$ cat src/memIoPkg.sv
package memIoPkg;

    ////////////////////
    // Widths
    ////////////////////
    localparam int dataWidth      = 32;
    localparam int ledWidth       = 8;
    localparam int switchWidth    = 8;
    localparam int tubeWidth      = 18;
    localparam int wordIndexWidth = 8;

    localparam int segDigitWidth = 7;
    localparam int segDigits     = 3;
    localparam int segCodeWidth  = segDigits * segDigitWidth; // 21 significant bits.

    ////////////////////
    // Address map
    ////////////////////
    localparam logic [15:0] ioPage = 16'h4000;

    localparam logic [15:0] timerReloadOffset  = 16'h0000;
    localparam logic [15:0] timerCountOffset   = 16'h0004;
    localparam logic [15:0] timerControlOffset = 16'h0008;
    localparam logic [15:0] ledOffset          = 16'h000C;
    localparam logic [15:0] switchOffset       = 16'h0010;
    localparam logic [15:0] tubeOffset         = 16'h0014;

    localparam logic [dataWidth-1:0] segWindowBase  = 32'h0000_0400;
    localparam logic [dataWidth-1:0] segWindowLimit = 32'h0000_0800; // One past the end.

    typedef struct packed {
        logic                      ram;
        logic                      segTable;
        logic                      timerReload;
        logic                      timerCount;
        logic                      timerControl;
        logic                      led;
        logic                      switchIn;
        logic                      tube;
        logic [wordIndexWidth-1:0] wordIndex;
    } accessSel_t;

    typedef union packed {
        struct packed {
            logic [21:0]               pad;
            logic [wordIndexWidth-1:0] wordIndex;
            logic [1:0]                byteOffset;
        } ramView;
        struct packed {
            logic [15:0] page;
            logic [15:0] offset;
        } ioView;
    } busAddr_u;

endpackage

$ cat src/decimalSegmentRom.sv
`timescale 1ns/10ps

module decimalSegmentRom import memIoPkg::*; (
    input  logic [wordIndexWidth-1:0] wordIndex,
    output logic [dataWidth-1:0]      segWord
);

    logic [3:0] hundreds;
    logic [3:0] tens;
    logic [3:0] ones;

    // Active-high segments, g down to a.
    function automatic logic [segDigitWidth-1:0] segCode(input logic [3:0] digit);
        logic [segDigitWidth-1:0] code;
        case (digit)
            4'd0:    code = 7'h3F;
            4'd1:    code = 7'h06;
            4'd2:    code = 7'h5B;
            4'd3:    code = 7'h4F;
            4'd4:    code = 7'h66;
            4'd5:    code = 7'h6D;
            4'd6:    code = 7'h7D;
            4'd7:    code = 7'h07;
            4'd8:    code = 7'h7F;
            4'd9:    code = 7'h6F;
            default: code = 7'h00;
        endcase
        return code;
    endfunction

    ////////////////////
    // Decimal split
    ////////////////////
    assign hundreds = 4'(wordIndex / 8'd100);
    assign tens     = 4'((wordIndex / 8'd10) % 8'd10);
    assign ones     = 4'(wordIndex % 8'd10);

    assign segWord = {
        {(dataWidth - segCodeWidth){1'b0}},
        segCode(hundreds), // Top digit.
        segCode(tens),
        segCode(ones)
    };

endmodule

$ cat config.mk
export PLATFORM = sky130hd
export DESIGN_NAME = decimalSegmentRom
export DESIGN_NICKNAME = d
export VERILOG_FILES = /design/src/memIoPkg.sv /design/src/decimalSegmentRom.sv
export SDC_FILE = /design/constraint.sdc
export NUM_CORES = 1
export LEC_CHECK = 0
export ABC_CLOCK_PERIOD_IN_PS = 17300
export BUFFER_PORTS_ARGS = -buffer_cell sky130_fd_sc_hd__buf_2
export CAP_MARGIN = 10
export CORE_MARGIN = 1
export CORE_UTILIZATION = 45
export DETAILED_ROUTE_END_ITERATION = 8
export MAX_ROUTING_LAYER = met4
export PLACE_DENSITY = 0.73
export SLEW_MARGIN = 40
export SYNTH_ARGS = -nofsm -noshare
export SYNTH_HDL_FRONTEND = slang
export SYNTH_SLANG_ARGS = --single-unit
$ cat constraint.sdc
create_clock -name vclk -period 17.3
set_input_delay 3.46 -clock vclk [all_inputs]
set_output_delay 3.46 -clock vclk [all_outputs]
set_load 0.01 [all_outputs]
# Word level (Yosys, flattened, before mapping)
# Memories as Yosys holds them, arrays and structs flattened.
# Index checks and enable logic that the tools add are counted.
dict set report classes {
  n_div 4
}
# cell count
set ops {}
lappend ops {{$mod 8x4->8 const B} 2}
lappend ops {{$div 8x4->8 const B} 1}
lappend ops {{$div 8x7->8 const B} 1}
dict set report word_totals {
  ff_bits 0
  mem_bits_ro 336
  input_bits 8
  output_inout_bits 32
  wordCells 7
  mem_count 3
}
# memory depth word_bits rd rd_clocked_by_memory_dff wr line_no
set mem_list {}
lappend mem_list {{(no name shown)} 16 7 1 0 0 decimalSegmentRom.sv:15} ;# case (digit)
lappend mem_list {{(no name shown)} 16 7 1 0 0 decimalSegmentRom.sv:15}
lappend mem_list {{(no name shown)} 16 7 1 0 0 decimalSegmentRom.sv:15}

# Depth between registers and ports, before layout
# Gate-level depths: netlist (run 1).
# An unclocked memory read counts as a cell.
dict set report logic_depth {
  depth_word 3
  ltp_mapped 17
  mapped_depth_nobuf 16
}

# Worst setup path before layout (run 1)
# Ideal clock, no wire load.
dict set report synth_path {
  path_kind {input port to output port}
  start {input wordIndex[5]}
  end {output segWord[10]}
  arrival_time_ns 6.944
  required_time_ns 13.840
  slack_ns 6.896
  cell_stages 17
  path_buffers 3
  cell_sequence {buf_6 buf_2 and2_1 or3_1 a21oi_2 ha_1 inv_1 a311oi_1 o221ai_1 o41ai_2 xnor2_1 ha_1 or3b_1 and2_4 buf_6 a31o_1 o21ba_1}
}
dict set report synth_between {
  elab_chain_len 3
}
# item line_no
set synth_rtl {}
lappend synth_rtl {{from (decl)} decimalSegmentRom.sv:4} ;# input logic [wordIndexWidth-1:0] wordIndex,
lappend synth_rtl {{$div 8x4->8} decimalSegmentRom.sv:35} ;# assign tens = 4'((wordIndex / 8'd10) % 8'd10);
lappend synth_rtl {{$mod 8x4->8} decimalSegmentRom.sv:35}
lappend synth_rtl {{$mem_v2 16x7} n/a}
lappend synth_rtl {{to (decl)} decimalSegmentRom.sv:5} ;# output logic [dataWidth-1:0] segWord
# No other way between the ends.

# Worst setup path in the final report (run 1)
dict set report layout_path {
  start {input wordIndex[6]}
  end {output segWord[10]}
}
# The elaborated chain is that of the path after synthesis.

==> results of run 1 <==
## final timing paths
kind          from          end  slack, ns
min   wordIndex[1]   segWord[6]       7.36
max   wordIndex[6]  segWord[10]       6.50
## final cells by class
type,count,area (µm²),area share
multi-input cells,152,1120,0.826
inverters,15,56.3,0.0416
well taps,31,38.8,0.0287
repair buffers,28,140,0.104
## where the power goes
part	internal (W)	leakage (nW)	switching, W
Combinational	0.0000327	0.632	0.0000453
Clock	0	0	0
Sequential	0	0	0
Total	0.0000327	0.632	0.0000453
## worst max-delay path: cells and delay by family
family          cells  cell delay, ns
compound gates      7            1.85
fa+ha+maj           2            0.52
mux                 1            0.37
buf+inv             4            0.53
simple gates        2            0.59
## layout by cell type, fill, tap and decap left out, drive strengths merged, types with 2 or more instances in the layout
cell,n
buf,28
ha,15
inv,14
a21oi,13
conb,12
nand2,10
nor2,9
o21ai,9
nand3,7
xnor2,7
a31oi,4
or2,4
o22ai,3
o211ai,3
a21o,3
mux2i,3
and2,3
o311ai,3
or3b,3
or3,2
xor2,2
a211o,2
o221ai,2
maj3,2
a22oi,2
nand3b,2
a311oi,2
and3,2
nor2b,2
mux2,2
## cells by family (layout without fill, tap and decap cells)
family | count (synthesis) | after routing
AO/OA/AOI/OAI | 58 | 58
XOR/XNOR | 9 | 9
multiplexers | 5 | 5
other | 2 | 12
AND/OR/NAND/NOR | 51 | 51
buffers and inverters | 41 | 43
adder cells (fa/ha/maj) | 17 | 17
## routing by layer
layer / track usage / vias up
li1: - / 664
met1: 0.260 / 585
met2: 0.272 / 46
met3: 0 / 0
met4: 0 / 0
met5: - / -
## through the flow
stage / instance area, µm² / std cells / util
global route: 1350 / 226 / 0.491
CTS: 1350 / 226 / 0.491
floorplan: 1350 / 193 / -
global placement: 1350 / 226 / 0.491
finish: 1350 / 226 / 0.491
detailed placement: 1350 / 226 / 0.491
## cell usage after synthesis, types with 3 or more instances
| master | number | area (µm²) |
|---|---|---|
| o22ai_1 | 3 | 18.8 |
| inv_1 | 11 | 41.3 |
| nand2_1 | 10 | 37.5 |
| buf_4 | 14 | 105 |
| mux2i_1 | 3 | 30.0 |
| ha_1 | 15 | 188 |
| a31oi_1 | 4 | 25.0 |
| nor2_1 | 9 | 33.8 |
| inv_2 | 3 | 11.3 |
| xnor2_1 | 7 | 61.3 |
| nand3_1 | 7 | 35.0 |
| a21oi_1 | 12 | 60.1 |
| buf_2 | 7 | 35.0 |
| a21o_1 | 3 | 22.5 |
| o211ai_1 | 3 | 22.5 |
| o21ai_0 | 7 | 35.0 |
==> summary by stage, run 1 <==
Critical path
The signal on the critical path passes through buf_2 > and2_1 > or3_1 > a21oi_2 > ha_1 > inv_1 > a311oi_1 > o221ai_1 > o41ai_2 > mux2_4 > a21o_1 > a21oi_1 > inv_1 > ha_1 > o21ba_1 > buf_2. The data required time at the worst endpoint is about 14 ns. The worst setup path is of the input pin to primary output kind. The nature of the critical path startpoint is an input pin. Of all nets on the critical path, the largest fanout is 23. The worst stage delay on the critical path is between 0.4 and 0.5 ns. The critical path endpoint category is a primary output. For the worst setup path, the data arrival time is 7.34 ns. The slowest stage cell on the critical path is o41ai_2.

Timing
The smallest clock period supported by the final layout is computed as 10.80 ns. The slew at the pin with the worst max-slew slack is ~0.6 ns. Setup repair after global routing left no endpoint under its margin.

Of the available clock period, the critical path in the final layout requires 0.624. The highest achievable clock rate is 92.6 MHz. The number of hold violations in the final report is 0. After routing, the total negative slack on setup checks comes to 0 ns. Headroom to the max-slew limit came out at 0.594. Setup slack on the critical path of the routed design comes to about 6.5 ns. Setup violations remaining at the end of the flow were counted as 0.

The final hold slack is 7.36 ns. The final count of pins violating max slew was 0.

Synthesis
The complex-gate fraction of the synthesized area is 0.329. Of the total synthesized cell area, the portion taken by XOR and XNOR cells is 0.0601. Counting every instance in the synthesized netlist gives ~180. The cell area that synthesis handed to floorplanning was around 1300 µm².

The synthesized netlist contains 63 unique library cells. In this run the mean area of a mapped cell was 7.17 µm². Of the total synthesized cell area, the portion taken by full adders, half adders and majority gates is 0.160. The synthesis warning total is 0. The main combinational cell family by area after synthesis is compound AO/OA/AOI/OAI gates. Of the post-synthesis cell area, the part taken by muxes is 0.0429. Of the total synthesized cell area, the portion taken by AND, OR, NAND and NOR gates is 0.226. The fraction of the yosys area taken by sequential cells is 0.

Routing
Across all layers, the routed design uses roughly 1300 vias. In the final routed layout, each cell accounts on average for 11.5 µm. After the first detailed-routing iteration, the DRC count stood at 55.

The highest layer touched by signal routing is met3. Once detail routing completed, the nets flagged for antenna violations numbered 0. The post-detailed-routing wire length is roughly 2600 µm. The routed design uses about 1200 µm of met2 wire. For this run, the detailed router's first-pass iteration total came to 4. The detailed-route vias per instance is approximately 5.7.

Detailed routing placed a total of between 100 and 150 µm of wire on met3. After detailed routing, the wire length on met1 is between 1000 and 1500 µm. The post-detailed-route DRC marker count is 0.

Die
The x dimension of the die is 56.0 µm. The floorplan step defined a die boundary enclosing 3130 µm². For this design the top-level I/O count stands at 40. The height of the chip is ~56 µm.

The starting density of the core is 0.475. The floorplan step defined a core boundary enclosing 2760 µm². In this run the core area contains 19 standard-cell rows.

Placed design
Routability-driven placement finished with a final weighted congestion of about 0.88. The HPWL after detailed placement is between 2000 and 2500 µm. The count of buffers added on input and output ports is 28. The worst setup slack before clock tree synthesis is 6.54 ns.

Worst hold path
The min-delay analysis places its worst path in the category input pin to primary output. The cell depth of the worst hold path is 4.

Outcome
The run finished with clean final reports.

Final layout
In the finished design the tool counted flip-flops and latches totalling 0. From synthesis to final layout, the design area changed by 3.24%. The layout has 288 filler cells.

The final layout contains between 200 and 250 nets. The number of antenna diodes is 0. The register area is 0 µm². The fraction of layout instances using a drive strength above 1 is 0.241. The clock buffers instantiated in the layout total 0.

CTS
The number of gates resized after CTS is 0. Buffers inserted to repair hold after CTS numbered 0. After clock tree synthesis, the setup repair step added 0 buffers.

Power and ir drop
The total power after layout is between 0.00007 and 0.00008 W. Dividing total power by cell area gives a power density of just under 60 nW/µm². For this design the static power due to leakage is 0.632 nW.

The worst ir drop on vdd is ~44 µV.

Global routing
For this run, the total global-route usage over all layers was measured as 0.171. The aggregate global routing overflow is 0. Entering global routing, the biggest net connects 24 pins. The number of global-route vias before repair was about 1000. The first-pass GRT wire length is 4560 µm. The initial antenna violation count is 0.

Run
Across the run, the number of max-cap violations was 0.
Note: power is estimated with default switching activity, not from simulation.
==> inputs of run 2 (changes only) <==
--- a/config.mk
+++ b/config.mk
@@ -5,14 +5,15 @@
 export SDC_FILE = /design/constraint.sdc
 export NUM_CORES = 1
 export LEC_CHECK = 0
-export ABC_CLOCK_PERIOD_IN_PS = 17300
+export ABC_AREA = 1
+export ABC_CLOCK_PERIOD_IN_PS = 9200
 export BUFFER_PORTS_ARGS = -buffer_cell sky130_fd_sc_hd__buf_2
 export CAP_MARGIN = 10
 export CORE_MARGIN = 1
 export CORE_UTILIZATION = 45
 export DETAILED_ROUTE_END_ITERATION = 8
 export MAX_ROUTING_LAYER = met4
-export PLACE_DENSITY = 0.73
+export PLACE_DENSITY = 0.76
 export SLEW_MARGIN = 40
 export SYNTH_ARGS = -nofsm -noshare
 export SYNTH_HDL_FRONTEND = slang
==> constraint.sdc (replaced) <==
create_clock -name vclk -period 9.2
set_input_delay 1.84 -clock vclk [all_inputs]
set_output_delay 1.84 -clock vclk [all_outputs]
set_load 0.01 [all_outputs]
==> summary by stage, run 2 <==
CTS
The hold-fix buffer count after cts came to 0 (unchanged). The setup fix buffers added after clock tree synthesis came to 0 (unchanged). The number of gates resized after CTS is 0 (unchanged).

Critical path
The data arrival at the endpoint of the critical path is 5.00 ns (-2.34 ns). The worst setup path is of the input pin to primary output kind. The worst stage delay on the critical path is 0.27 ns (-0.17 ns). The critical path endpoint category is a primary output. The slowest stage cell on the critical path is ha_1. The worst-path maximum fanout is 8 (-65%).

The data required time at the worst endpoint is 7.36 ns (-6.48 ns). The cell with the most instances on the worst path is nand2_2. The nature of the critical path startpoint is an input pin.

Power and ir drop
The combinational share of power is 1.000 (about the same). The internal power of the cells came to 0.0000862 W (+160%). The net load switching power is 0.000146 W (+220%). The worst ir drop on vdd is 108 µV (+150%).

The power density over the cells is 160 nW/µm² (+180%). The cell leakage power is 0.864 nW (+37%). The clock power share is 0 (unchanged). The part of the power in registers was 0 (unchanged). The share of total power consumed by net switching is 0.629 (+0.0488).

Outcome
The flow ran to the end, and the final reports show no timing, DRC or antenna violations.

Global routing
The number of global-route vias before repair came to 1052 (+0.77%). The aggregate global routing overflow is 0 (unchanged). The met3 capacity usage during global routing is 0 (unchanged).

The total track usage is 0.156 (-0.0153). The global-route track usage on met1 was 0.240 (-0.0200). The initial antenna violation count is 0 (unchanged).

The pin count of the biggest net entering global routing is 9 (-63%). met2 is the most crowded layer. The routing usage on met2 is 0.242 (-0.0301). The first-pass GRT wire length came to 4210 µm (-7.7%).

Run
The number of max-capacitance violations reported is 0 (unchanged).

Synthesis
The synthesized instance count is 221 (+21%). The cell area after synthesis came to 1340 µm² (+2.3%). In the synthesized netlist, the cells that appear most often are nand2_1, nand3_1, inv_1, ha_1, nand2_2. Yosys instantiated no cell more often than nand2_1.

The share of Yosys cell area claimed by the top area cell type was 0.148 (+0.00519). The synthesized area divided by synthesized cell count is 6.07 µm² (-15%). By area the synthesized netlist is led by nand2_1, ha_1, nand3_1.

The biggest area consumer among synthesized cells is nand2_1. The fraction of the yosys area taken by sequential cells is 0 (unchanged). The synthesis warning total is 0 (unchanged). The number of distinct library cells after synthesis is 33 (-48%).

Timing
The setup TNS is 0 ns (unchanged). The final count of pins violating max slew is 0 (unchanged). The routed design could run at a clock period as short as ~6.8 ns. The number of hold violations in the final report came to 0 (unchanged).

The final hold slack is 4.13 ns (-3.22 ns). Setup repair after global routing left no endpoint under its margin. The highest achievable clock rate is 146 MHz. The post-route fraction of the period consumed by the critical path is 0.743. The count of final setup violators came to 0 (unchanged).

Final layout
The most common cell after layout, fill and taps aside is nand2_1. The top cell types in the final layout, fill and taps aside, are nand2_1, nand3_1, inv_1, buf_2. The register area is 0 µm² (unchanged). The clock buffer instance count of the final layout came to 0 (unchanged). The number of antenna diodes is 0 (unchanged). The final net count came to 270 (+23%). The fraction of layout instances using a drive strength above 1 is 0.314 (+0.0733). The count of flip-flops and latches was 0 (unchanged). The layout-stage area growth over the synthesis result is 8.30%.

Routing
The total via count in the routed design is 1324 (+2.2%). The number of detailed-route iterations in the first pass was 4 (unchanged). The post-detailed-route DRC marker count came to 0 (unchanged). The violation count after the first detailed-routing iteration is 51 (-7.3%).

The detailed-route vias per instance was 4.80 (-16%). The routed length per placed instance is 8.59 µm (-25%). The post-detailed-routing wire length is 2370 µm (-9.0%).

The count of antenna-violating nets left after detailed routing came to 0 (unchanged).

Die
The count of pins on the block boundary is 40 (unchanged). The core footprint was 2780 µm² (+0.86%). The height of the chip is 56.6 µm (+1.1%). The x dimension of the die was 56.6 µm (+1.1%). The starting density of the core is 0.482 (+0.00673).

The row count came to 19 (unchanged). The die footprint came to 3200 µm² (+2.2%).

Worst hold path
The class of the tightest hold or removal check is input pin to primary output.

Placed design
The placer congestion estimate is 0.905 (+2.7%). The number of buffer cells added on primary ports is 28 (unchanged). The HPWL after detailed placement came to 2050 µm (+1.8%).
run 2: cell type report:
cell class / instances / area, µm²
timing repair buffer: 28 / 140
fill: 286 / 1330
tap: 31 / 38.8
inverter: 38 / 148
multi-input combinational: 179 / 1130
run 2: kinds of logic (layout without fill, tap and decap cells):
group,count (synthesis),in the layout,share of synthesized area
AO/OA/AOI/OAI,23,23,0.127
buffers and inverters,52,66,0.188
adder cells (fa/ha/maj),15,15,0.140
other,2,12,0.00560
AND/OR/NAND/NOR,128,128,0.527
XOR/XNOR,1,1,0.0121
run 2: worst max-delay path: cells and delay by family:
| family | cells | cell delay, ns |
|---|---|---|
| and+or+nand+nor | 22 | 1.86 |
| buffers and inverters | 7 | 0.65 |
| AOI/OAI and AO/OA | 2 | 0.37 |
| adders and majority gates | 1 | 0.27 |
run 2: layer usage:
metal / vias up / share of wire
met5: - / 0
met4: 0 / 0
met3: 0 / 0.035
met2: 31 / 0.44
met1: 563 / 0.52
li1: 730 / -
run 2: worst paths after layout:
check	to	from	slack, ns	depth (start not counted)
setup / recovery	segWord[10]	wordIndex[7]	2.36	32
hold / removal	segWord[3]	wordIndex[0]	4.13	5
run 2: through the flow:
| stage | std cells | area, µm² | util | total power, W | worst slack (ns) |
|---|---|---|---|---|---|
| floorplan | 231 | 1380 | - | 0.000183 | 2.75 |
| global placement | 276 | 1450 | 0.522 | 0.000232 | 2.39 |
| detailed placement | 276 | 1450 | 0.522 | 0.000233 | 2.34 |
| CTS | 276 | 1450 | 0.522 | 0.000234 | 2.34 |
| global route | 276 | 1450 | 0.522 | 0.000262 | 1.99 |
| finish | 276 | 1450 | 0.522 | 0.000233 | 2.36 |
run 2: power groups by stage:
stage	combinational [W]	sequential (W)	clock [W]
after CTS	0.000234	0	0
after detailed placement	0.000233	0	0
after floorplan	0.000183	0	0
after global placement	0.000232	0	0
final	0.000233	0	0
after global routing	0.000262	0	0
